`src/logic/udma_pkg.sv`:
```
/*
 * uDMA L2 channel shared definitions
 * Bus widths, register map and the positions of the config and status bits
 */
package udma_pkg;

    //////////////////////////////////////////////////
    // Bus widths
    //////////////////////////////////////////////////

    localparam int CFG_AW     = 5;   // cfg register address
    localparam int CFG_DW     = 32;  // cfg read and write data
    localparam int WORD_BYTES = 4;   // Stream word size

    //////////////////////////////////////////////////
    // Register map
    //////////////////////////////////////////////////

    typedef enum logic [CFG_AW-1:0] {
        RX_SADDR = 5'd0,  // RX start address in L2
        RX_SIZE  = 5'd1,  // RX size, reads back bytes left
        RXCFG    = 5'd2,  // RX enable
        TX_SADDR = 5'd3,  // TX start address in L2
        TX_SIZE  = 5'd4,  // TX size, reads back bytes left
        TXCFG    = 5'd5,  // TX enable
        STATUS   = 5'd9   // Busy flags
    } cfg_reg_e;

    //////////////////////////////////////////////////
    // Field positions
    //////////////////////////////////////////////////

    // Enable bit in RXCFG and TXCFG
    localparam int CFG_EN_BIT = 4;

    localparam int STATUS_RX_BUSY_BIT = 0;
    localparam int STATUS_TX_BUSY_BIT = 1;

endpackage

```
`src/logic/udma_cfg_regs.sv`:
```
`timescale 1ns/1ps
/*
 * uDMA channel register bank
 * Decodes the cfg strobe bus and issues one-cycle start pulses to the streamers
 */
module udma_cfg_regs #(
    parameter int L2_AW  = 12,
    parameter int SIZE_W = 16
) (
    input  logic                        sys_clk,
    input  logic                        rst_n,
    input  logic                        cfg_valid_i,
    input  logic                        cfg_rwn_i,
    input  logic [udma_pkg::CFG_AW-1:0] cfg_addr_i,
    input  logic [udma_pkg::CFG_DW-1:0] cfg_data_i,
    input  logic                        tx_busy_i,
    input  logic                        rx_busy_i,
    input  logic [SIZE_W-1:0]           tx_bytes_left_i,
    input  logic [SIZE_W-1:0]           rx_bytes_left_i,
    output logic [udma_pkg::CFG_DW-1:0] cfg_data_o,
    output logic                        tx_start_o,
    output logic [L2_AW-1:0]            tx_saddr_o,
    output logic [SIZE_W-1:0]           tx_size_o,
    output logic                        rx_start_o,
    output logic [L2_AW-1:0]            rx_saddr_o,
    output logic [SIZE_W-1:0]           rx_size_o
);

    udma_pkg::cfg_reg_e reg_sel;
    logic               cfg_wr;
    logic               tx_en_q;
    logic               rx_en_q;
    logic               tx_kick;
    logic               rx_kick;

    assign reg_sel = udma_pkg::cfg_reg_e'(cfg_addr_i);
    assign cfg_wr  = cfg_valid_i && !cfg_rwn_i;

    // Enable write with a valid size to an idle streamer
    assign tx_kick = cfg_wr && (reg_sel == udma_pkg::TXCFG)
                     && cfg_data_i[udma_pkg::CFG_EN_BIT]
                     && (tx_size_o != '0) && !tx_busy_i && !tx_start_o;
    assign rx_kick = cfg_wr && (reg_sel == udma_pkg::RXCFG)
                     && cfg_data_i[udma_pkg::CFG_EN_BIT]
                     && (rx_size_o != '0) && !rx_busy_i && !rx_start_o;

    //////////////////////////////////////////////////
    // Register writes and start pulses
    //////////////////////////////////////////////////

    always_ff @(posedge sys_clk or negedge rst_n) begin
        if (!rst_n) begin
            rx_saddr_o <= '0;
            rx_size_o  <= '0;
            rx_en_q    <= 1'b0;
            tx_saddr_o <= '0;
            tx_size_o  <= '0;
            tx_en_q    <= 1'b0;
            tx_start_o <= 1'b0;
            rx_start_o <= 1'b0;
        end else begin
            tx_start_o <= tx_kick;  // One cycle only
            rx_start_o <= rx_kick;
            if (cfg_wr) begin
                case (reg_sel)
                    udma_pkg::RX_SADDR: rx_saddr_o <= cfg_data_i[L2_AW-1:0];
                    udma_pkg::RX_SIZE:  rx_size_o  <= cfg_data_i[SIZE_W-1:0];
                    udma_pkg::RXCFG:    rx_en_q    <= cfg_data_i[udma_pkg::CFG_EN_BIT];
                    udma_pkg::TX_SADDR: tx_saddr_o <= cfg_data_i[L2_AW-1:0];
                    udma_pkg::TX_SIZE:  tx_size_o  <= cfg_data_i[SIZE_W-1:0];
                    udma_pkg::TXCFG:    tx_en_q    <= cfg_data_i[udma_pkg::CFG_EN_BIT];
                    default: ;                      // STATUS is read only
                endcase
            end
        end
    end

    //////////////////////////////////////////////////
    // Read mux
    //////////////////////////////////////////////////

    always_comb begin
        cfg_data_o = '0;  // Unknown addresses read as zero
        case (reg_sel)
            udma_pkg::RX_SADDR: cfg_data_o[L2_AW-1:0]  = rx_saddr_o;
            udma_pkg::RX_SIZE:  cfg_data_o[SIZE_W-1:0] = rx_bytes_left_i;
            udma_pkg::RXCFG:    cfg_data_o[udma_pkg::CFG_EN_BIT] = rx_en_q;
            udma_pkg::TX_SADDR: cfg_data_o[L2_AW-1:0]  = tx_saddr_o;
            udma_pkg::TX_SIZE:  cfg_data_o[SIZE_W-1:0] = tx_bytes_left_i;
            udma_pkg::TXCFG:    cfg_data_o[udma_pkg::CFG_EN_BIT] = tx_en_q;
            udma_pkg::STATUS: begin
                cfg_data_o[udma_pkg::STATUS_RX_BUSY_BIT] = rx_busy_i;
                cfg_data_o[udma_pkg::STATUS_TX_BUSY_BIT] = tx_busy_i;
            end
            default: ;
        endcase
    end

    // A running stream is never restarted
    a_tx_start_idle: assert property (
        @(posedge sys_clk) disable iff (!rst_n) tx_start_o |-> !tx_busy_i
    );
    a_rx_start_idle: assert property (
        @(posedge sys_clk) disable iff (!rst_n) rx_start_o |-> !rx_busy_i
    );

endmodule

```
`config.mk`:
```
export PLATFORM = sky130hd
export DESIGN_NAME = udma_cfg_regs
export DESIGN_NICKNAME = d
export VERILOG_FILES = /design/src/logic/udma_pkg.sv /design/src/logic/udma_cfg_regs.sv
export SDC_FILE = /design/constraint.sdc
export NUM_CORES = 1
export LEC_CHECK = 0
export BUFFER_PORTS_ARGS = -buffer_cell sky130_fd_sc_hd__buf_2
export CAP_MARGIN = 20
export CORE_MARGIN = 2
export CORE_UTILIZATION = 40
export DETAILED_ROUTE_END_ITERATION = 10
export GPL_TIMING_DRIVEN = 0
export MAX_ROUTING_LAYER = met4
export PLACE_DENSITY = 0.84
export RECOVER_POWER = 100
export SYNTH_ARGS = -nofsm -noshare
export SYNTH_HDL_FRONTEND = slang
export SYNTH_SLANG_ARGS = --single-unit
```
`constraint.sdc`:
```
create_clock -name sys_clk -period 1.5 [get_ports sys_clk]
set_input_delay 0.075 -clock sys_clk [delete_from_list [all_inputs] [get_ports sys_clk]]
set_output_delay 0.075 -clock sys_clk [all_outputs]
set_load 0.05 [all_outputs]
```
==> metrics.md <==
| Metric | Value |
|---|---|
| Status | `finished with violations` |
| Failing checks | `setup timing` |
| Tot GR Track Use | `23.1%` |
| Initial Utilization | `40.7%` |
| Total internal power | `3.19 mW` |
| Clock skew | `5.57 ps` |
| DR WL/cell | `17.9 um` |
| Mapped Avg Cell Area | `12.7 sq um` |
| DR vias | `2,554` |
| Final Instance Area | `4420 sq um` |
| Largest net degree at the start of global routing | `37` |
| Yosys cell types | `30` |
| Vias in the first global route | `2,453` |
| Initial antenna violation count | `0` |
| Sink of the worst hold path | `rx_saddr_o[9]` |
| Final net count | `474` |
| Reg2reg end | `rx_start_o` |
| Max-slew headroom | `57.5%` |
| DP Area | `3820 sq um` |
| Fmax | `642 MHz` |
| Final ANT Viol Nets | `0` |
| Top-level port count | `165` |
| Setup-failing EPs final | `9` |
| Die W | `89.5 um` |
| Worst slew pin tran | `637 ps` |
| CP arrival | `1480 ps` |
| Ys flop type | `dfrtp_1` |
| Total congestion overflow | `0` |
| Area share of the largest cell type after synthesis | `51.3%` |
| Crit. End Element | `output pin` |
| CP Max Fanout | `2` |
| Critical path required time | `1420 ps` |
| Share of cells above drive strength 1 | `67.3%` |
| Pwr Density | `1170 nW/um^2` |
| Worst hold-check path type | `primary input to flop` |
| Final hold vios | `0` |
| Reg clk slew, reported paths | `70 ps` |
| Post-synth EDFFs | `0` |
| CTS buffer count | `9` |
| Reg2Reg Depth | `2` |
| Initial DRT Pass Iterations | `4` |
| Dominant cells by area after synthesis | `dfrtp_1 (51%), mux2_2 (20%), a22oi_1 (5.1%)` |
| Gate power share | `32.8%` |
| Max Root-Sink Buffers | `2` |
| First-pass GRT wire length | `12,800 um` |
| TNS Setup | `-199 ps` |
| Clk pwr share | `28.6%` |
| Antenna Cells | `0` |
| Most common library cells after synthesis | `dfrtp_1 (60), mux2_2 (51), a22oi_1 (20)` |
| Leak pwr | `2.39 nW` |
| Core area | `7180 sq um` |
| Mapped Area | `2920 sq um` |
| Clk root buf | `clkbuf_8` |
| Worst hold stages | `2` |
| Startpoint types | `flop` |
| Yosys warns | `0` |
| Fin crit share | `104%` |
| Die H | `89.5 um` |
| Hold Startpoint | `cfg_data_i[9]` |
| Mapped Cells | `230` |
| Total Wirelength | `9000 um` |
| Most frequent cell after synthesis | `dfrtp_1` |
| Yosys top cell by area | `dfrtp_1` |
| Launch point of the worst reg-to-reg path | `rx_start_o` |
| Synth Register Bits | `60` |
| DR iter-0 viols | `90` |
| Sequential share of the synthesized area | `51.3%` |
| Row Count | `31` |
| Die area | `8010 sq um` |
| # H-tree levels | `3` |
| Fill cells | `553` |
| Fin. max-slew vios | `0` |
| Sink Count | `60` |
| Number of I/O port buffers | `132` |
| Post-DP HPWL | `6360 um` |
| Max-cap violations | `0` |
| Placer Congestion | `0.850` |
| Kind of critical path | `flop to output pin` |
| DRC violations left | `0` |
| CTS tree | `yes` |
| Synth async-reset ratio | `100%` |
| Part of the power in registers | `38.6%` |
| Final worst slack | `-58.3 ps` |
| R2R setup slack | `210 ps` |
| Min Tclk post-route | `1560 ps` |
| P_sw | `1.98 mW` |
| Net Sw Frac | `38.3%` |
| Area delta synth->final | `51.2%` |
| Clk Latency, worst-skew pair | `330 ps` |
| RSZ-0062 raised after global routing | `yes` |
| Max IR drop VDD | `0.000817 V` |
| Vias/cell | `5.08` |
sequential cells by signal (all words and copies together) (netlist names):
name        flops
tx_saddr_o     12
rx_size_o      16
rx_saddr_o     12
tx_size_o      16
tx_start_o      1
rx_en_q         1
tx_en_q         1
rx_start_o      1
worst max-delay path by stage:
stage                      to  slack (ps)          start
2_1_floorplan  tx_saddr_o[10]         -40  cfg_addr_i[4]
3_3_place_gp   cfg_data_o[11]        -520  cfg_addr_i[4]
3_5_place_dp    cfg_data_o[2]        -520  cfg_addr_i[4]
4_1_cts        cfg_data_o[11]         -90  cfg_addr_i[3]
5_1_grt         cfg_data_o[4]        -120        tx_en_q
6_report        cfg_data_o[4]         -60        tx_en_q
cells in the final DEF (no fill, tap or decap), types with 3 or more instances in the layout:
cell | synthesis | final
buf_8 | 0 | 11
nor4_1 | 9 | 9
nand2_2 | 0 | 9
mux2_2 | 51 | 50
a22oi_1 | 20 | 9
nor2_1 | 5 | 4
clkbuf_1 | 4 | 3
buf_4 | 17 | 22
mux2_4 | 10 | 11
conb_1 | 1 | 16
dlygate4sd3_1 | 0 | 5
a22oi_2 | 0 | 11
dfrtp_1 | 60 | 60
nand4_1 | 3 | 3
a22o_1 | 5 | 4
buf_2 | 5 | 112
clkbuf_2 | 0 | 3
clkbuf_8 | 0 | 11
nand2_1 | 16 | 7
buf_6 | 1 | 11
per-stage QoR:
step | total power, mW | util (%) | setup WS (ps) | instances | hold WS, ps
after CTS | 5.21 | 61.0 | -88.6 | 503 | 2.22
after global placement | 3.60 | 53.0 | -516 | 476 | 317
after floorplan | 3.17 | - | -40.9 | 245 | -221
after global routing | 5.40 | 61.6 | -116 | 503 | 19.9
final | 5.18 | 61.6 | -58.3 | 503 | 25.0
after detailed placement | 3.64 | 53.3 | -515 | 477 | 114
power by group through the flow:
stage               sequential [mW]  clock [mW]  combinational [mW]
global placement               2.01           0                1.59
detailed placement             2.02           0                1.62
floorplan                      2.70           0               0.469
finish                         2.00        1.48                1.70
global route                   2.02        1.60                1.78
CTS                            1.99        1.52                1.69
critical path, stage by stage, from the launching register on:
cell	delay, ps
dfrtp_1	380
mux2_4	260
a21oi_2	120
o21ai_1	60
a21o_1	170
buf_6	150
routing by layer:
metal	up-vias	wire (um)	GRT usage, %
li1	1158	-	-
met3	12	582	4.52
met4	0	112	9.63
met1	1254	3760	27.9
met5	-	0	-
met2	130	4540	37.8
cells by family (layout without fill, tap and decap cells):
family	count (synthesis)	after routing	synth area share, %
AO/OA/AOI/OAI	28	28	7.23
multiplexers	61	61	24.8
flip-flops	60	60	51.3
AND/OR/NAND/NOR	53	53	10.4
other	1	16	0.128
buffers and inverters	27	186	6.12
final cells by class:
type	count	area, sq um	area share, %
plain buffers	25	198	4.47
clock buffers	12	155	3.51
clock inverters	4	47.5	1.08
multi-input cells	158	1450	32.7
flip-flops and latches	60	1500	34.0
well taps	99	124	2.80
repair buffers	145	950	21.5
timing repair:
action / in CTS / in global routing
hold buffers: 5 / 0
endpoints found under the setup margin: 46 / 38
endpoints found under the hold margin: 32 / 0
buffers inserted: 5 / 0
cloned: 1 / 1
gates resized for setup: 76 / 12
pin swaps: 14 / 4
Note: power is estimated with default switching activity, not from simulation.
