[src/logic/udma_pkg.sv]
/*
 * uDMA L2 channel shared definitions
 * Bus widths, register map and the positions of the config and status bits
 */
package udma_pkg;

    //////////////////////////////////////////////////
    // Bus widths
    //////////////////////////////////////////////////

    localparam int CFG_AW     = 5;   // cfg register address
    localparam int CFG_DW     = 32;  // cfg read and write data
    localparam int WORD_BYTES = 4;   // Stream word size

    //////////////////////////////////////////////////
    // Register map
    //////////////////////////////////////////////////

    typedef enum logic [CFG_AW-1:0] {
        RX_SADDR = 5'd0,  // RX start address in L2
        RX_SIZE  = 5'd1,  // RX size, reads back bytes left
        RXCFG    = 5'd2,  // RX enable
        TX_SADDR = 5'd3,  // TX start address in L2
        TX_SIZE  = 5'd4,  // TX size, reads back bytes left
        TXCFG    = 5'd5,  // TX enable
        STATUS   = 5'd9   // Busy flags
    } cfg_reg_e;

    //////////////////////////////////////////////////
    // Field positions
    //////////////////////////////////////////////////

    // Enable bit in RXCFG and TXCFG
    localparam int CFG_EN_BIT = 4;

    localparam int STATUS_RX_BUSY_BIT = 0;
    localparam int STATUS_TX_BUSY_BIT = 1;

endpackage

[src/logic/tx_stream.sv]
`timescale 1ns/1ps
/*
 * TX streamer
 * Reads words from L2 starting at a programmed address and offers them
 * under valid/ready until the byte count reaches zero
 */
module tx_stream #(
    parameter int L2_AW  = 12,
    parameter int SIZE_W = 16
) (
    input  logic                              sys_clk,
    input  logic                              rst_n,
    input  logic                              start_i,
    input  logic [L2_AW-1:0]                  saddr_i,
    input  logic [SIZE_W-1:0]                 size_i,
    input  logic                              tx_ready_i,
    input  logic [udma_pkg::WORD_BYTES*8-1:0] mem_rdata_i,
    output logic [L2_AW-1:0]                  mem_raddr_o,
    output logic                              tx_valid_o,
    output logic [udma_pkg::WORD_BYTES*8-1:0] tx_data_o,
    output logic                              busy_o,
    output logic [SIZE_W-1:0]                 bytes_left_o,
    output logic                              eot_o
);

    typedef enum logic {
        TX_IDLE,
        TX_BUSY
    } tx_state_e;

    tx_state_e         state_q;
    logic [L2_AW-1:0]  addr_q;
    logic [SIZE_W-1:0] bytes_left_q;
    logic              eot_q;
    logic              beat;
    logic              last_beat;

    assign beat      = (state_q == TX_BUSY) && tx_ready_i;
    assign last_beat = bytes_left_q <= SIZE_W'(udma_pkg::WORD_BYTES);  // Saturates at zero

    always_ff @(posedge sys_clk or negedge rst_n) begin
        if (!rst_n) begin
            state_q      <= TX_IDLE;
            addr_q       <= '0;
            bytes_left_q <= '0;
            eot_q        <= 1'b0;
        end else begin
            eot_q <= 1'b0;
            if (start_i) begin
                state_q      <= TX_BUSY;
                addr_q       <= saddr_i;
                bytes_left_q <= size_i;
            end else if (beat) begin
                addr_q <= addr_q + L2_AW'(udma_pkg::WORD_BYTES);
                if (last_beat) begin
                    bytes_left_q <= '0;
                    state_q      <= TX_IDLE;
                    eot_q        <= 1'b1;  // Pulses as busy drops
                end else begin
                    bytes_left_q <= bytes_left_q - SIZE_W'(udma_pkg::WORD_BYTES);
                end
            end
        end
    end

    // Word at the running address, held until accepted
    assign mem_raddr_o  = addr_q;
    assign tx_data_o    = mem_rdata_i;
    assign tx_valid_o   = (state_q == TX_BUSY);
    assign busy_o       = (state_q == TX_BUSY);
    assign bytes_left_o = bytes_left_q;
    assign eot_o        = eot_q;

    // Back-pressure holds the offered word
    a_tx_hold: assert property (
        @(posedge sys_clk) disable iff (!rst_n)
            (tx_valid_o && !tx_ready_i) |=> (tx_valid_o && $stable(tx_data_o))
    );

endmodule

[config.mk]
export PLATFORM = sky130hd
export DESIGN_NAME = tx_stream
export DESIGN_NICKNAME = d
export VERILOG_FILES = /design/src/logic/udma_pkg.sv /design/src/logic/tx_stream.sv
export SDC_FILE = /design/constraint.sdc
export NUM_CORES = 1
export LEC_CHECK = 0
export BUFFER_PORTS_ARGS = -buffer_cell sky130_fd_sc_hd__buf_2
export CAP_MARGIN = 30
export CORE_ASPECT_RATIO = 0.8
export CORE_MARGIN = 2
export CORE_UTILIZATION = 25
export CTS_CLUSTER_SIZE = 8
export DETAILED_ROUTE_END_ITERATION = 7
export GPL_TIMING_DRIVEN = 0
export PLACE_DENSITY_LB_ADDON = 0.05
export SYNTH_ARGS = -nofsm -noshare
export SYNTH_HDL_FRONTEND = slang
export SYNTH_SLANG_ARGS = --single-unit
[constraint.sdc]
create_clock -name sys_clk -period 2.7 [get_ports sys_clk]
set_clock_uncertainty 0.1 [all_clocks]
set_input_delay 0.27 -clock sys_clk [delete_from_list [all_inputs] [get_ports sys_clk]]
set_output_delay 0.27 -clock sys_clk [all_outputs]
set_load 0.01 [all_outputs]
==> impl_metrics.json, run 1 <==
{
  "max_freq_mhz": 465.5,
  "row_count": 28,
  "cts_tree": "built",
  "synthCells": 211,
  "dp.cells": 409,
  "drt-wirelength-per-cell_microns": 13.86,
  "critPathArrivalTime_ns": 2.20,
  "p_clk_share_pct": 30.5,
  "grt_max_degree": 31,
  "grt-busiest-layer": "met2",
  "worstMarginPinSlew_ns": 0.7201,
  "final.period_utilization_pct": 79.56,
  "status": "completed",
  "drc": 0,
  "root_buffer": "clkbuf_8",
  "end_kind": "register",
  "p_comb_share_pct": 26.0,
  "vias": 1843,
  "drive_above_1_share_pct": 45.37,
  "syn_area_sq_mm": 0.001906,
  "p_per_area_mw_per_mm2": 485.4,
  "async_reset_ff_share_pct": 100.0,
  "synthFlopType": "dfrtp_1",
  "hold_viol": 0,
  "synth.distinct_cells": 42,
  "grt_usage_pct": 14.11,
  "area_delta_synth_final_pct": 36.64,
  "setup_viol": 0,
  "met1_usage_pct": 19.81,
  "ys_ff_latch": 30,
  "place_congestion": 0.7545,
  "synth_fa_ha_area_share_pct": 1.970,
  "maxSlewHeadroom_pct": 51.99,
  "ys_seq_area_share_pct": 39.40,
  "vdd_drop_max_uv": 145.9,
  "sw_frac_of_total_pct": 31.94,
  "synth-compound-area-share_pct": 12.74,
  "clk_latency_ns": 0.28,
  "clkTransAtPathRegs_ns": 0.07,
  "clk_path_buf_depth": 2,
  "worstPathRequired_ns": 2.75,
  "ctsHtreeMaxLevel": 2,
  "pwr-share-seq_pct": 43.5,
  "grt_pass1_vias": 1764,
  "grtUsageMet3_pct": 3.788,
  "synth_nets": 278,
  "holdBufCountCts": 1,
  "cts_setup_buffers": 0,
  "overflow": 0,
  "drt_first_pass_iters": 4,
  "yosys.area_share.simple_pct": 20.29,
  "netSwitchingPower_w": 0.0004037,
  "synth_top_family_by_area": "simple AND/OR/NAND/NOR gates",
  "start_kind": "register",
  "fp.coreArea_sq_mm": 0.007392,
  "whs_ns": 0.09661,
  "cts_sinks": 30,
  "muxShareOfSynthArea_pct": 1.707,
  "intPower_w": 0.0008603,
  "critPathKind": "reg2reg",
  "reg2reg_slack_ns": 0.55,
  "p_leak_nw": 1.250,
  "hold_class": "in2reg",
  "grtUsageMet2_pct": 21.32,
  "tns_ns": 0,
  "drv_slew": 0,
  "die_h_microns": 82.09,
  "ys_warn_count": 0,
  "routed_wl_microns": 5793,
  "fin_crit_ns": 2.148,
  "start_util_pct": 25.78,
  "synth_edf_count": 0,
  "synth-xor-area-share_pct": 7.354,
  "final_util_pct": 35.22,
  "diodes": 0,
  "route.detailed.vias_per_inst": 4.409,
  "ctsResizeCount": 0,
  "avgSynthCellArea_sq_um": 9.031,
  "ant_nets": 0,
  "power_w": 0.001264,
  "dp_hpwl_microns": 4417,
  "critPathMaxFanout": 9,
  "rsz0062_at_grt": "false",
  "drt_iter0_markers": 48,
  "antenna_found_initial": 0,
  "die-area_sq_mm": 0.008341,
  "cap_violations": 0,
  "grt_first_pass_wirelength_microns": 8956,
  "final_cells": 418,
  "numCtsBuffers": 5,
  "fin_nets": 379,
  "port_buffers": 93,
  "die_x_microns": 101.6,
  "fillers": 797,
  "io_pins": 127
}
layout by cell type, fill, tap and decap left out, types with 2 or more instances in the layout:
cell,synthesis,layout
a211o_1,2,2
a21oi_1,2,2
a31oi_1,2,2
and2_1,2,2
buf_2,0,93
buf_4,33,33
clkbuf_1,6,7
clkbuf_8,0,6
dfrtp_1,30,30
ha_1,3,3
inv_1,8,8
mux2_2,2,2
nand2_1,29,29
nand2b_1,2,2
nand3_1,5,5
nand4_1,3,3
nor2_1,5,5
nor3_1,11,11
nor4_1,2,2
nor4_2,2,2
o21ai_0,17,17
o21ai_1,3,3
o31a_1,3,3
o41ai_1,3,3
or3_1,2,2
or4_1,2,2
xnor2_1,13,13
xor2_1,3,3
power groups by stage:
stage | logic, W | registers (W) | clock network, W
CTS | 0.000335 | 0.000550 | 0.000401
global placement | 0.000332 | 0.000560 | 0
detailed placement | 0.000333 | 0.000558 | 0
finish | 0.000328 | 0.000550 | 0.000385
floorplan | 0.000175 | 0.000569 | 0
global route | 0.000368 | 0.000560 | 0.000423
through the flow:
step                instance area, sq um  setup slack [ns]
floorplan                           1906            0.7105
finish                              2604            0.5519
global route                        2604            0.4211
CTS                                 2604            0.5361
detailed placement                  2502            0.5625
global placement                    2502            0.5361
logic make-up (layout without fill, tap and decap cells):
logic type,Yosys count,after routing
multiplexers,3,3
XOR/XNOR,16,16
adder cells (fa/ha/maj),3,3
AO/OA/AOI/OAI,38,38
buffers and inverters,49,151
AND/OR/NAND/NOR,72,72
flip-flops,30,30
Yosys cell counts, types with 2 or more instances:
library cell,number,share of area (%)
a211o_1,2,0.92
a21oi_1,2,0.53
a31oi_1,2,0.66
and2_1,2,0.66
buf_4,33,13
clkbuf_1,6,1.2
dfrtp_1,30,39
ha_1,3,2.0
inv_1,8,1.6
mux2_2,2,1.2
nand2_1,29,5.7
nand2b_1,2,0.66
nand3_1,5,1.3
nand4_1,3,0.99
nor2_1,5,0.99
nor3_1,11,2.9
nor4_1,2,0.66
nor4_2,2,1.3
o21ai_0,17,4.5
o21ai_1,3,0.79
o31a_1,3,1.4
o41ai_1,3,1.4
or3_1,2,0.66
or4_1,2,0.79
xnor2_1,13,6.0
xor2_1,3,1.4
worst max-delay path, cell delays in order, from the launching register on:
cell and delay [ns]:
dfrtp_1 0.45, or4_1 0.52, buf_6 0.17, nor4_4 0.34
and3_2 0.34, o41ai_1 0.09
state kept, by name, summed over array words and instances (netlist names):
| name | flops |
|---|---|
| busy_o | 1 |
| bytes_left_o | 16 |
| eot_o | 1 |
| mem_raddr_o | 12 |
metal layers:
metal | share of wire (%) | wire length, microns | vias to the layer above
met2 | 43 | 2471 | 91
met1 | 49 | 2818 | 846
met5 | 0 | 0 | -
met4 | 0.76 | 44 | 0
li1 | - | - | 901
met3 | 7.9 | 460 | 5
final cells by class:
cell class              instances  area [sq um]  share of cell area, %
multi-input cells             132         839.6                  32.24
flip-flops and latches         30         750.7                  28.83
repair buffers                 94         475.5                  18.26
plain buffers                  41         285.3                  10.96
well taps                     105         131.4                  5.046
clock buffers                   7         86.33                  3.316
inverters                       8         30.03                  1.153
clock inverters                 1         5.005                 0.1922
path summary, 6_finish.rpt:
path | from | end | depth (start not counted)
setup / recovery | bytes_left_o[4]$_DFFE_PN0N_ | bytes_left_o[8]$_DFFE_PN0N_ | 5
hold / removal | size_i[1] | bytes_left_o[1]$_DFFE_PN0P_ | 3
setup reg to reg | bytes_left_o[4]$_DFFE_PN0N_ | bytes_left_o[8]$_DFFE_PN0N_ | 5
hold reg to reg | mem_raddr_o[1]$_DFFE_PN0P_ | mem_raddr_o[1]$_DFFE_PN0P_ | 1
max in group asynchronous | rst_n | bytes_left_o[5]$_DFFE_PN0N_ | 2
min in group asynchronous | rst_n | mem_raddr_o[7]$_DFFE_PN0N_ | 2
Note: power is estimated with default switching activity, not from simulation.
==> run 2, diff against run 1 <==
==> constraint.sdc (replaced) <==
create_clock -name sys_clk -period 1.95 [get_ports sys_clk]
set_clock_uncertainty 0.1 [all_clocks]
set_input_delay 0.195 -clock sys_clk [delete_from_list [all_inputs] [get_ports sys_clk]]
set_output_delay 0.195 -clock sys_clk [all_outputs]
set_load 0.01 [all_outputs]
==> impl_metrics.json, run 2 (synthesis gave the netlist of run 1 again) <==
{
  "status": "completed",
  "setup_viol": 0,
  "clk_latency_ns": 0.28,
  "dp.cells": 409,
  "hold_viol": 0,
  "met1_usage_pct": 19.40,
  "routed_wl_microns": 5928,
  "drt-wirelength-per-cell_microns": 13.95,
  "end_kind": "register",
  "route.detailed.vias_per_inst": 4.442,
  "tns_ns": 0,
  "final_cell_mix": "buf_2, buf_4, nand2_1",
  "grt-busiest-layer": "met2",
  "critPathLaunch": "bytes_left_o[11]$_DFFE_PN0N_",
  "grt_max_degree": 31,
  "cts_sinks": 30,
  "layout_commonest_cell": "buf_2",
  "dp_hpwl_microns": 4477,
  "max_freq_mhz": 515.1,
  "crit_path_cell_trace": "or4_4 -> nor4_4 -> buf_4 -> and3_4 -> o41ai_1",
  "vdd_drop_max_uv": 228.3,
  "critPathMaxFanout": 6,
  "drive_above_1_share_pct": 48.44,
  "numCtsBuffers": 5,
  "rsz0062_at_grt": "true",
  "port_buffers": 93,
  "grt_usage_pct": 14.10,
  "diodes": 0,
  "grt_first_pass_wirelength_microns": 8873,
  "root_buffer": "clkbuf_8",
  "worst-r2r-cell-count": 5,
  "final.period_utilization_pct": 99.56,
  "worst-path-buf-inv": 1,
  "row_count": 28,
  "drv_slew": 0,
  "grtUsageMet2_pct": 22.24,
  "p_leak_nw": 1.283,
  "p_per_area_mw_per_mm2": 664.0,
  "worstPathRequired_ns": 2.00,
  "die-area_sq_mm": 0.008341,
  "cp.depth": 5,
  "hold_class": "in2reg",
  "critPathTopFamily": "simple AND/OR/NAND/NOR gates",
  "start_kind": "register",
  "critPathArrivalTime_ns": 1.99,
  "r2r_start": "bytes_left_o[11]$_DFFE_PN0N_",
  "largest_register_ffs": 16,
  "maxSlewHeadroom_pct": 51.50,
  "drc": 0,
  "final_area_sq_mm": 0.002683,
  "io_pins": 127,
  "r2r-end": "bytes_left_o[8]$_DFFE_PN0N_",
  "antenna_found_initial": 0,
  "cts_tree": "built",
  "cp-endpoint": "bytes_left_o[8]$_DFFE_PN0N_",
  "area_delta_synth_final_pct": 40.77,
  "start_util_pct": 25.78,
  "die_h_microns": 82.09,
  "ctsHtreeMaxLevel": 2,
  "worstMarginPinSlew_ns": 0.7275,
  "drt_first_pass_iters": 4,
  "critPathKind": "reg2reg",
  "vias": 1888,
  "overflow": 0,
  "critical_path.slowest_cell": "or4_4",
  "cap_violations": 0,
  "fin_crit_ns": 1.941,
  "clk_path_buf_depth": 2,
  "grt_pass1_vias": 1765,
  "clkTransAtPathRegs_ns": 0.07,
  "power_w": 0.001781,
  "reg2reg_slack_ns": 0.009,
  "slowest_delay_ns": 0.59,
  "fp.coreArea_sq_mm": 0.007392,
  "die_x_microns": 101.6,
  "place_congestion": 0.8347,
  "fin_nets": 386,
  "drt_iter0_markers": 67,
  "final_cells": 425,
  "fillers": 784,
  "ant_nets": 0,
  "grtUsageMet3_pct": 3.704,
  "place_area_sq_mm": 0.002506
}
## run 2: cell type report
| cell class | count | area (sq um) | share of cell area (%) |
|---|---|---|---|
| multi-input cells | 132 | 867.1 | 32.32 |
| inverters | 8 | 30.03 | 1.119 |
| flip-flops and latches | 30 | 753.2 | 28.08 |
| well taps | 105 | 131.4 | 4.897 |
| clock inverters | 1 | 5.005 | 0.1866 |
| plain buffers | 40 | 274.0 | 10.21 |
| clock buffers | 7 | 86.33 | 3.218 |
| repair buffers | 102 | 535.5 | 19.96 |
## run 2: worst min-delay path by stage
stage | slack [ns] | depth (start not counted) | from | to
6_report | 0.02 | 3 | size_i[0] | bytes_left_o[0]$_DFFE_PN0P_
5_1_grt | 0.03 | 3 | size_i[0] | bytes_left_o[0]$_DFFE_PN0P_
4_1_cts | 0.02 | 3 | size_i[0] | bytes_left_o[0]$_DFFE_PN0P_
3_5_place_dp | 0.20 | 1 | rst_n | bytes_left_o[7]$_DFFE_PN0N_
3_3_place_gp | 0.21 | 1 | rst_n | bytes_left_o[7]$_DFFE_PN0N_
2_1_floorplan | -0.20 | 0 | rst_n | busy_o$_DFFE_PN0P_
## run 2: routing by layer
metal	part of all wire, %	wire length, microns
met5	0	0
met2	45	2652
met4	0.64	38
met3	8.3	490
met1	46	2747
## run 2: worst reg2reg max path: cells and delay by family, from the launching register on
family,cells,cell delay (ns)
compound gates,1,0.08
buf+inv,1,0.18
flops,1,0.41
simple gates,3,1.04
## run 2: where the power goes
group / internal, W / switching, W / leakage (nW)
clock: 0.000285 / 0.000253 / 0.0482
sequential: 0.000684 / 0.0000741 / 0.358
combinational: 0.000237 / 0.000247 / 0.877
## run 2: repair_timing
action	in CTS	in global routing
endpoints found under the hold margin	30	0
pin swaps	2	5
endpoints found under the setup margin	16	12
hold buffers	1	0
setup buffers	6	2
resized for setup	4	3
## run 2: through the flow
| stage | util [%] | hold slack, ns | worst slack, ns |
|---|---|---|---|
| finish | 36.29 | 0.01872 | 0.008674 |
| global route | 36.29 | 0.02876 | -0.06610 |
| detailed placement | 33.90 | 0.2044 | -0.1576 |
| global placement | 33.90 | 0.2097 | -0.2215 |
| floorplan | - | -0.2006 | 0.03486 |
| CTS | 35.87 | 0.01584 | 0.01150 |
