## config.mk

```make
export PLATFORM = sky130hd
export DESIGN_NAME = rx_stream
export DESIGN_NICKNAME = d
export VERILOG_FILES = /design/src/logic/udma_pkg.sv /design/src/logic/rx_stream.sv
export SDC_FILE = /design/constraint.sdc
export NUM_CORES = 1
export LEC_CHECK = 0
export BUFFER_PORTS_ARGS = -buffer_cell sky130_fd_sc_hd__buf_2
export CAP_MARGIN = 20
export CORE_MARGIN = 2
export CORE_UTILIZATION = 45
export DETAILED_ROUTE_END_ITERATION = 16
export GPL_ROUTABILITY_DRIVEN = 0
export PLACE_DENSITY = 0.87
export SLEW_MARGIN = 20
export SYNTH_ARGS = -nofsm -noshare
export SYNTH_HDL_FRONTEND = slang
export SYNTH_SLANG_ARGS = --single-unit
```

## constraint.sdc

```tcl
create_clock -name sys_clk -period 4.7 [get_ports sys_clk]
set_input_delay 0.47 -clock sys_clk [delete_from_list [all_inputs] [get_ports sys_clk]]
set_output_delay 0.47 -clock sys_clk [all_outputs]
set_load 0.02 [all_outputs]
```

## src/logic/udma_pkg.sv

```systemverilog
/*
 * uDMA L2 channel shared definitions
 * Bus widths, register map and the positions of the config and status bits
 */
package udma_pkg;

    //////////////////////////////////////////////////
    // Bus widths
    //////////////////////////////////////////////////

    localparam int CFG_AW     = 5;   // cfg register address
    localparam int CFG_DW     = 32;  // cfg read and write data
    localparam int WORD_BYTES = 4;   // Stream word size

    //////////////////////////////////////////////////
    // Register map
    //////////////////////////////////////////////////

    typedef enum logic [CFG_AW-1:0] {
        RX_SADDR = 5'd0,  // RX start address in L2
        RX_SIZE  = 5'd1,  // RX size, reads back bytes left
        RXCFG    = 5'd2,  // RX enable
        TX_SADDR = 5'd3,  // TX start address in L2
        TX_SIZE  = 5'd4,  // TX size, reads back bytes left
        TXCFG    = 5'd5,  // TX enable
        STATUS   = 5'd9   // Busy flags
    } cfg_reg_e;

    //////////////////////////////////////////////////
    // Field positions
    //////////////////////////////////////////////////

    // Enable bit in RXCFG and TXCFG
    localparam int CFG_EN_BIT = 4;

    localparam int STATUS_RX_BUSY_BIT = 0;
    localparam int STATUS_TX_BUSY_BIT = 1;

endpackage

```

## src/logic/rx_stream.sv

```systemverilog
`timescale 1ns/1ps
/*
 * RX streamer
 * Accepts words under valid/ready and writes them to L2 at a running address
 */
module rx_stream #(
    parameter int L2_AW  = 12,
    parameter int SIZE_W = 16
) (
    input  logic                              sys_clk,
    input  logic                              rst_n,
    input  logic                              start_i,
    input  logic [L2_AW-1:0]                  saddr_i,
    input  logic [SIZE_W-1:0]                 size_i,
    input  logic                              rx_valid_i,
    input  logic [udma_pkg::WORD_BYTES*8-1:0] rx_data_i,
    output logic                              rx_ready_o,
    output logic                              mem_we_o,
    output logic [L2_AW-1:0]                  mem_waddr_o,
    output logic [udma_pkg::WORD_BYTES*8-1:0] mem_wdata_o,
    output logic                              busy_o,
    output logic [SIZE_W-1:0]                 bytes_left_o,
    output logic                              eot_o
);

    typedef enum logic {
        RX_IDLE,
        RX_BUSY
    } rx_state_e;

    rx_state_e         state_q;
    logic [L2_AW-1:0]  addr_q;
    logic [SIZE_W-1:0] bytes_left_q;
    logic              eot_q;
    logic              beat;
    logic              last_beat;

    assign beat      = (state_q == RX_BUSY) && rx_valid_i;  // Idle traffic is dropped
    assign last_beat = bytes_left_q <= SIZE_W'(udma_pkg::WORD_BYTES);

    always_ff @(posedge sys_clk or negedge rst_n) begin
        if (!rst_n) begin
            state_q      <= RX_IDLE;
            addr_q       <= '0;
            bytes_left_q <= '0;
            eot_q        <= 1'b0;
        end else begin
            eot_q <= 1'b0;
            if (start_i) begin
                state_q      <= RX_BUSY;
                addr_q       <= saddr_i;
                bytes_left_q <= size_i;
            end else if (beat) begin
                addr_q <= addr_q + L2_AW'(udma_pkg::WORD_BYTES);
                if (last_beat) begin
                    bytes_left_q <= '0;
                    state_q      <= RX_IDLE;
                    eot_q        <= 1'b1;
                end else begin
                    bytes_left_q <= bytes_left_q - SIZE_W'(udma_pkg::WORD_BYTES);
                end
            end
        end
    end

    assign rx_ready_o   = (state_q == RX_BUSY);
    assign mem_we_o     = beat;       // Written at the accepting edge
    assign mem_waddr_o  = addr_q;
    assign mem_wdata_o  = rx_data_i;
    assign busy_o       = (state_q == RX_BUSY);
    assign bytes_left_o = bytes_left_q;
    assign eot_o        = eot_q;

    // Every L2 write belongs to a stream with bytes still owed
    a_rx_we_busy: assert property (
        @(posedge sys_clk) disable iff (!rst_n)
            mem_we_o |-> (busy_o && bytes_left_o != '0)
    );

endmodule

```

==> results by group, run 1 <==
Status
  – Result of the run: finished clean

Clocking
  – Num Clock Sinks: 30
  – Clock-pin slew on the worst setup and hold paths: 0.06 ns
  – H-tree lvl count: 2
  – Number of clock buffers inserted by TritonCTS: 5
  – Latest clock arrival within the worst-skew pair: 0.27 ns
  – Post-CTS setup buffer count: 0
  – Hold-fix buffers, CTS: 0
  – Bufs on Longest Clock Path: 2
  – Root Buffer: sky130_fd_sc_hd__clkbuf_8
  – Post-cts resize count: 0
  – Clock tree from TritonCTS: done

Synth
  – Ys flop type: sky130_fd_sc_hd__dfrtp_1
  – Yosys synthesis warning count: 0
  – Mean Syn Cell Area: 9.29 µm²
  – Area share of the largest cell type after synthesis: 0.374
  – Post-synth top area cell: sky130_fd_sc_hd__dfrtp_1
  – Share of synthesized registers carrying an async set or reset: 1.00
  – Count of flip-flops with a built-in enable after synthesis: 0
  – Cell area after synthesis: 2010 µm²
  – Net count after synthesis: 283
  – Post-synthesis instance total: 216
  – Synthesized flop and latch total: 30
  – Share of the yosys chip area belonging to registers: 0.374
  – Synth cell types: 46
  – Dominant cell by count in the synthesized netlist: sky130_fd_sc_hd__buf_4
  – Top cells by area in the synthesized netlist: sky130_fd_sc_hd__dfrtp_1 (37%), sky130_fd_sc_hd__buf_4 (12%), sky130_fd_sc_hd__nand2_1 (4.7%)
  – Most instantiated cells after synthesis: sky130_fd_sc_hd__buf_4 (33), sky130_fd_sc_hd__dfrtp_1 (30), sky130_fd_sc_hd__nand2_1 (25)

Timing
  – Final-layout setup total negative slack: 0 ns
  – Final setup violating endpoints: 0
  – Post-route fraction of the period consumed by the critical path: 0.439
  – Post-layout min period: 2.06 ns
  – Fmax achieved: 485 MHz
  – Tightest slew margin relative to the limit: 0.363
  – Worst Setup Slack, final: 2.64 ns
  – Final number of max-transition violations: 0
  – Layout Skew: 0.00497 ns
  – Unrepaired setup endpoints after global routing: no
  – Final hold violation count: 0
  – Slew @ Worst Pin: 0.956 ns

Routing
  – Routed wire per std cell: 15.4 µm
  – Remaining routing DRC violations: 0
  – Vias per Instance: 5.38
  – Number of violations reported at the end of detailed-routing iteration 0: 112
  – Total wire length: 4.56 mm
  – 1st-pass router iterations: 4
  – Total via count in the routed design: 1599
  – Count of antenna-violating nets left after detailed routing: 0

Cells and area
  – Layout fillers: 446
  – Utilization after layout: 0.505
  – Layout overhead on the synthesized area: 8.80%
  – Layout cell share with drive strength beyond 1: 0.343
  – Ant diodes: 0
  – Final #Nets: 312
  – Final cell area excluding filler cells: 2180 µm²

Global route
  – Initial antenna violation count: 0
  – Wire length of the first global-routing pass: 7.39 mm
  – Total grt overflow: 0
  – All-Layer GR Usage: 0.182
  – Via count of the first global-routing pass: 1611
  – Pin count of the biggest net entering global routing: 61

Floorplanning
  – Die Height: 70.8 µm
  – Core area: 4320 µm²
  – Die width: 70.8 µm
  – Count of standard-cell rows: 24
  – Effective utilization at floorplan: 0.464
  – Floorplan die area: 5010 µm²
  – Boundary pin count: 128

Critical path
  – Crit path kind: reg2reg
  – Maximum cell stage delay along the critical path: 0.71 ns
  – Type of element capturing the critical path: flip-flop
  – CP top delay family: compound AO/OA/AOI/OAI gates
  – Cell at the slowest stage of the critical path: sky130_fd_sc_hd__o21ai_1
  – Largest driver fanout on the critical path: 11
  – Arr. time, crit path: 2.24 ns
  – WP buf/inv: 1
  – Critical path required time: 4.87 ns
  – Kind of start point of the critical path: flip-flop
  – Cell-by-cell trace of the critical path: inv_1 > ha_1 > nor3b_1 > o21ai_1 > nor3_4 > o31ai_1

Placed design
  – Worst setup slack after placement: 2.70 ns
  – Instance area after placement: 2110 µm²
  – DPL Wire Length: 3.25 mm
  – Port bufs: 63

Power
  – Power density over the cells: 310 nW/µm²
  – Largest vdd supply drop: 127 µV
  – Leakage: 0.976 nW

Hold path
  – Class of the tightest hold or removal check: in2async

Run
  – Number of maximum-capacitance constraint violations: 0
==> kinds of logic after synthesis <==
kind of cell    count (synthesis)  synth area share
flops                          30             0.374
mux                             3            0.0162
buf+inv                        49             0.155
simple gates                   74             0.231
fa+ha+maj                       3            0.0187
xor+xnor                       17            0.0742
compound gates                 40             0.131
==> path summary, 6_finish.rpt <==
kind	startpoint	endpoint	slack (ns)	cells past startpoint
max	bytes_left_o[3]	bytes_left_o[10]	2.64	6
min	rst_n	bytes_left_o[10]	0.24	1
max reg2reg	bytes_left_o[3]	bytes_left_o[10]	2.64	6
min reg2reg	mem_waddr_o[0]	mem_waddr_o[0]	0.51	1
max in group asynchronous	rst_n	mem_waddr_o[6]	4.01	1
min in group sys_clk	size_i[4]	bytes_left_o[4]	0.40	3
==> sequential cells by signal, summed over array words and instances (netlist names) <==
name and count:
bytes_left_o 16, mem_waddr_o 12, busy_o 1, eot_o 1
==> per-layer routing <==
layer  GRT usage  wire length [µm]  up-vias
li1            -                 -      777
met1       0.227              1940      757
met2       0.299              2250       59
met3      0.0541               329        6
met4      0.0692                41        0
met5           0                 0        -
==> area by class of cell <==
class | instances | area, µm² | share of cell area
Clock buffer | 7 | 76.3 | 0.0350
Inverter | 8 | 30.0 | 0.0138
Multi-Input combinational cell | 137 | 945 | 0.433
Sequential cell | 30 | 751 | 0.344
Tap cell | 52 | 65.1 | 0.0298
Timing Repair Buffer | 63 | 315 | 0.144
==> through the flow <==
step | hold slack (ns) | total power [mW] | cells
finish | 0.239 | 0.676 | 297
global route | 0.300 | 0.716 | 297
CTS | 0.259 | 0.687 | 297
detailed placement | 0.505 | 0.489 | 290
global placement | 0.488 | 0.482 | 290
floorplan | 0.174 | 0.465 | 216
==> report_power, final <==
group | total [mW] | internal, mW | leakage (nW) | switching (mW)
registers | 0.321 | 0.283 | 0.359 | 0.0380
clock network | 0.192 | 0.102 | 0.0383 | 0.0901
logic | 0.163 | 0.0655 | 0.579 | 0.0979
total | 0.676 | 0.451 | 0.976 | 0.226
==> placed cells by master, fill, tap and decap left out, types with 2 or more instances in the layout <==
master and instances:
sky130_fd_sc_hd__o211ai_1 2, sky130_fd_sc_hd__nand2_1 25, sky130_fd_sc_hd__and4_1 2, sky130_fd_sc_hd__clkbuf_1 2, sky130_fd_sc_hd__nor2_1 6, sky130_fd_sc_hd__a21oi_1 7
sky130_fd_sc_hd__nor3_4 4, sky130_fd_sc_hd__or2_2 2, sky130_fd_sc_hd__nor3_1 6, sky130_fd_sc_hd__o21ai_0 9, sky130_fd_sc_hd__clkbuf_8 5, sky130_fd_sc_hd__nor3_2 2
sky130_fd_sc_hd__o31ai_1 9, sky130_fd_sc_hd__nor2b_1 3, sky130_fd_sc_hd__dfrtp_1 30, sky130_fd_sc_hd__buf_2 63, sky130_fd_sc_hd__nor3b_1 2, sky130_fd_sc_hd__ha_1 3
sky130_fd_sc_hd__xnor2_1 8, sky130_fd_sc_hd__nand2b_1 2, sky130_fd_sc_hd__o21ai_1 4, sky130_fd_sc_hd__nand3_1 4, sky130_fd_sc_hd__xor2_1 9, sky130_fd_sc_hd__mux2_2 2
sky130_fd_sc_hd__and3_1 2, sky130_fd_sc_hd__nand4_1 6, sky130_fd_sc_hd__o2111ai_1 2, sky130_fd_sc_hd__inv_1 7
(Power assumes the default switching activity.)
==> run 2: changes to the inputs <==
CORE_UTILIZATION = 39   (was 45)
PLACE_DENSITY = 0.8   (was 0.87)
clock period = 1.8 ns   (was 4.7 ns; I/O delays follow)
==> results by group, run 2 (synthesis results as in run 1) <==
Cells and area
  – Flip-flop count of the largest register after layout: 16
  – Finished Layout Cells: 321
  – Final #Nets: 319
  – Most frequent standard cell in the layout excluding fill and tap cells: sky130_fd_sc_hd__buf_2
  – Layout fillers: 513
  – Ant diodes: 0
  – Utilization after layout: 0.450
  – Layout overhead on the synthesized area: 13.2%
  – Most used cells in the layout excluding fill and tap cells: sky130_fd_sc_hd__buf_2 (63), sky130_fd_sc_hd__dfrtp_1 (30), sky130_fd_sc_hd__nand2_1 (25)
  – Layout cell share with drive strength beyond 1: 0.363

Critical path
  – Capture point of the worst reg-to-reg path: bytes_left_o[4]
  – Flop-to-flop setup slack: 0.1 ns
  – Cell at the slowest stage of the critical path: sky130_fd_sc_hd__dfrtp_1
  – Largest driver fanout on the critical path: 10
  – Critical path destination: bytes_left_o[4]
  – Maximum cell stage delay along the critical path: 0.40 ns
  – Kind of start point of the critical path: flip-flop
  – Type of element capturing the critical path: flip-flop
  – Cell-by-cell trace of the critical path: inv_1 > ha_1 > nor3b_1 > o21ai_1 > buf_4 > nor3_4 > buf_6 > o31ai_1
  – Count of cells along the worst register-to-register path: 8
  – Arr. time, crit path: 1.87 ns
  – FF-to-FF Start: bytes_left_o[3]
  – Crit path kind: reg2reg
  – Critical path required time: 1.97 ns
  – Worst setup path startpoint: bytes_left_o[3]

Routing
  – Vias per Instance: 5.10
  – Count of antenna-violating nets left after detailed routing: 0
  – Total via count in the routed design: 1638
  – Number of violations reported at the end of detailed-routing iteration 0: 75
  – Remaining routing DRC violations: 0
  – Routed wire per std cell: 14.3 µm
  – 1st-pass router iterations: 4
  – Total wire length: 4.58 mm

Timing
  – Layout Skew: 0.00360 ns
  – Fmax achieved: 587 MHz
  – Worst Setup Slack, final: 0.0963 ns
  – Final setup violating endpoints: 0
  – Post-route fraction of the period consumed by the critical path: 0.946
  – Tightest slew margin relative to the limit: 0.538
  – Post-layout min period: 1.70 ns
  – Final hold violation count: 0
  – Slew @ Worst Pin: 0.692 ns
  – Unrepaired setup endpoints after global routing: no
  – Final-layout setup total negative slack: 0 ns
  – Final number of max-transition violations: 0

Clocking
  – Num Clock Sinks: 30
  – Post-CTS setup buffer count: 0
  – Bufs on Longest Clock Path: 2
  – Clock-pin slew on the worst setup and hold paths: 0.06 ns
  – Latest clock arrival within the worst-skew pair: 0.27 ns
  – Number of clock buffers inserted by TritonCTS: 5
  – Root Buffer: sky130_fd_sc_hd__clkbuf_8
  – H-tree lvl count: 2
  – Clock tree from TritonCTS: done

Global route
  – All-Layer GR Usage: 0.162
  – Wire length of the first global-routing pass: 7.13 mm
  – Initial antenna violation count: 0
  – Total grt overflow: 0
  – Pin count of the biggest net entering global routing: 42
  – Via count of the first global-routing pass: 1482

Floorplanning
  – Count of standard-cell rows: 26
  – Boundary pin count: 128
  – Floorplan die area: 5730 µm²
  – Core area: 5040 µm²
  – Effective utilization at floorplan: 0.398
  – Die Height: 75.7 µm
  – Die width: 75.7 µm

Placed design
  – Cell total after placement: 314
  – Worst setup slack after placement: 0.109 ns
  – Port bufs: 63
  – DPL Wire Length: 3.39 mm

Power
  – Largest vdd supply drop: 347 µV
  – Total power draw: 1.80 mW
  – Leakage: 1.01 nW
  – Power density over the cells: 793 nW/µm²

Hold path
  – Class of the tightest hold or removal check: in2reg

Run
  – Number of maximum-capacitance constraint violations: 0

Status
  – Result of the run: finished clean
run 2: what timing repair did:
action	CTS	global route
setup endpoints to repair	0	3
hold endpoints to repair	30	0
hold buffers	1	0
gates resized for setup	0	1
run 2: layout make-up:
| cell class | count | area, µm² | area share |
|---|---|---|---|
| multi-input combinational | 137 | 945 | 0.416 |
| sequential | 30 | 751 | 0.331 |
| timing repair buffer | 70 | 374 | 0.165 |
| tap | 70 | 87.6 | 0.0386 |
| clock buffer | 6 | 82.6 | 0.0364 |
| inverter | 8 | 30.0 | 0.0132 |
run 2: worst max-delay path: cells and delay by family, from the launching register on:
| family | cells | cell delay [ns] |
|---|---|---|
| compound gates | 2 | 0.44 |
| flops | 1 | 0.40 |
| buf+inv | 3 | 0.39 |
| fa+ha+maj | 1 | 0.18 |
| simple gates | 2 | 0.17 |
run 2: power by group:
part	total (mW)	switching, mW	internal, mW
Clock	0.527	0.233	0.294
Sequential	0.839	0.0992	0.740
Combinational	0.434	0.255	0.180
Total	1.80	0.587	1.21
run 2: worst min path at each step:
stage	slack, ns	depth (start not counted)	endpoint	from
global placement	0.27	1	bytes_left_o[9]	rst_n
finish	0.11	3	mem_waddr_o[2]	saddr_i[2]
detailed placement	0.27	1	bytes_left_o[7]	rst_n
global route	0.13	3	bytes_left_o[1]	size_i[1]
floorplan	-0.12	0	busy_o	rst_n
CTS	0.10	3	bytes_left_o[0]	size_i[0]
run 2: stage by stage:
stage               hold slack [ns]  area (µm²)
floorplan                    -0.116        2010
global placement              0.269        2170
detailed placement            0.271        2170
CTS                           0.105        2270
global route                  0.130        2270
finish                        0.111        2270
run 2: routing by layer:
metal | routed length, µm | share of wire | track usage | vias up
met5 | 0 | 0 | 0 | -
met4 | 59 | 0.013 | 0.0448 | 0
met3 | 284 | 0.062 | 0.0463 | 10
met2 | 2210 | 0.48 | 0.253 | 57
met1 | 2030 | 0.44 | 0.222 | 779
li1 | - | - | - | 792
==> run 3: changes to the inputs <==
GPL_TIMING_DRIVEN = 0   (was unset)
==> results by group, run 3 (synthesis results as in run 1) <==
Timing
  – Fmax achieved: 608 MHz
  – Final-layout setup total negative slack: 0 ns
  – Post-route fraction of the period consumed by the critical path: 0.914
  – Worst Hold Margin: 0.108 ns
  – Tightest slew margin relative to the limit: 0.532
  – Unrepaired setup endpoints after global routing: no
  – Slew @ Worst Pin: 0.702 ns
  – Final setup violating endpoints: 0
  – Final number of max-transition violations: 0
  – Layout Skew: 0.00371 ns
  – Final hold violation count: 0
  – Post-layout min period: 1.65 ns

Routing
  – Met1 wire length: 2.12 mm
  – Total met2 wirelength after detailed routing: 2.65 mm
  – Routed wire per std cell: 13.5 µm
  – Count of antenna-violating nets left after detailed routing: 0
  – Vias per Instance: 4.88
  – Number of violations reported at the end of detailed-routing iteration 0: 64
  – Total via count in the routed design: 1897
  – Highest metal layer with signal wires: met4
  – 1st-pass router iterations: 4
  – Total wire length: 5.26 mm
  – Remaining routing DRC violations: 0
  – Routed length on met3: 452 µm

Clocking
  – Clock-pin slew on the worst setup and hold paths: 0.06 ns
  – H-tree lvl count: 2
  – Number of clock buffers inserted by TritonCTS: 5
  – Bufs on Longest Clock Path: 2
  – Latest clock arrival within the worst-skew pair: 0.28 ns
  – Root Buffer: sky130_fd_sc_hd__clkbuf_8
  – Clock tree from TritonCTS: done
  – Num Clock Sinks: 30

Status
  – Result of the run: finished clean

Critical path
  – Critical path required time: 1.96 ns
  – FF-to-FF Start: busy_o
  – Largest driver fanout on the critical path: 9
  – Capture point of the worst reg-to-reg path: bytes_left_o[13]
  – Count of cells along the worst register-to-register path: 5
  – Crit path kind: reg2reg
  – Kind of start point of the critical path: flip-flop
  – Type of element capturing the critical path: flip-flop
  – Flop-to-flop setup slack: 0.15 ns
  – Arr. time, crit path: 1.80 ns

Global route
  – Pin count of the biggest net entering global routing: 31
  – Total grt overflow: 0
  – Wire length of the first global-routing pass: 7.76 mm
  – Initial antenna violation count: 0
  – All-Layer GR Usage: 0.180
  – Via count of the first global-routing pass: 1714

Hold path
  – Number of cells traversed by the worst hold path: 3
  – Worst hold path endpoint: bytes_left_o[10]
  – Worst hold start: size_i[10]
  – Class of the tightest hold or removal check: in2reg

Power
  – Net switching power figure: 0.669 mW
  – Power density over the cells: 716 nW/µm²
  – Part of the total power dissipated in combinational logic: 0.297
  – Fraction of power spent switching nets: 0.349
  – Leakage: 1.29 nW
  – Sequential group share of total power: 0.436
  – Clock power frac: 0.267
  – Design internal power: 1.25 mW
  – Total power draw: 1.92 mW
  – Largest vdd supply drop: 342 µV

Placed design
  – DPL Wire Length: 4.03 mm
  – Port bufs: 94
  – Cell total after placement: 380

Floorplanning
  – Die width: 75.7 µm
  – Effective utilization at floorplan: 0.398
  – Core area: 5040 µm²
  – Boundary pin count: 128
  – Floorplan die area: 5730 µm²
  – Die Height: 75.7 µm
  – Count of standard-cell rows: 26

Cells and area
  – Flip-flop count of the largest register after layout: 16
  – Finished Layout Cells: 389
  – Layout overhead on the synthesized area: 33.7%
  – Most used cells in the layout excluding fill and tap cells: sky130_fd_sc_hd__buf_2 (95), sky130_fd_sc_hd__buf_4 (33), sky130_fd_sc_hd__dfrtp_1 (30)
  – Ant diodes: 0
  – Final #Nets: 386
  – Layout cell share with drive strength beyond 1: 0.480
  – Most frequent standard cell in the layout excluding fill and tap cells: sky130_fd_sc_hd__buf_2
  – Utilization after layout: 0.532

Run
  – Number of maximum-capacitance constraint violations: 0
[run 3: final cells by class]
| cell class | count | area (µm²) |
|---|---|---|
| fillers | 453 | 2360 |
| flip-flops and latches | 30 | 751 |
| well taps | 70 | 87.6 |
| inverters | 8 | 30.0 |
| plain buffers | 41 | 283 |
| clock buffers | 7 | 76.3 |
| repair buffers | 96 | 500 |
| multi-input cells | 137 | 953 |
[run 3: layer usage]
| layer | up-vias | track usage |
|---|---|---|
| li1 | 931 | - |
| met5 | - | 0 |
| met3 | 6 | 0.0595 |
| met4 | 0 | 0.0624 |
| met1 | 875 | 0.229 |
| met2 | 85 | 0.289 |
[run 3: what timing repair did]
item / 4_1_cts / 5_1_grt
gates resized for setup: 0 / 3
endpoints found under the hold margin: 30 / 0
buffers inserted: 0 / 1
endpoints found under the setup margin: 0 / 15
hold buffers: 1 / 0
[run 3: how the worst max path moves through the flow]
stage	from	end	cells past startpoint
after detailed placement	bytes_left_o[3]	bytes_left_o[6]	6
after global routing	bytes_left_o[2]	bytes_left_o[14]	6
after floorplan	bytes_left_o[3]	bytes_left_o[15]	7
after CTS	bytes_left_o[3]	bytes_left_o[6]	6
after global placement	bytes_left_o[3]	bytes_left_o[9]	6
final	busy_o	bytes_left_o[13]	5
[run 3: through the flow]
stage          instance area [µm²]  setup WS, ns
6_report                      2680         0.155
5_1_grt                       2680        0.0180
4_1_cts                       2650        0.0596
3_5_place_dp                  2560        0.0727
3_3_place_gp                  2560         0.114
2_1_floorplan                 2010         0.112
[run 3: power groups by stage]
stage | registers, mW | clock network (mW) | logic, mW
3_3_place_gp | 0.845 | 0 | 0.558
3_5_place_dp | 0.847 | 0 | 0.570
5_1_grt | 0.849 | 0.548 | 0.626
6_report | 0.836 | 0.512 | 0.570
2_1_floorplan | 0.915 | 0 | 0.298
4_1_cts | 0.836 | 0.527 | 0.574
[run 3: worst max-delay path, cell delays in order (launching register included)]
cell	delay, ns
sky130_fd_sc_hd__dfrtp_1	0.51
sky130_fd_sc_hd__nand2_2	0.19
sky130_fd_sc_hd__inv_2	0.20
sky130_fd_sc_hd__and4_1	0.29
sky130_fd_sc_hd__a21boi_0	0.24
sky130_fd_sc_hd__o21ai_1	0.10
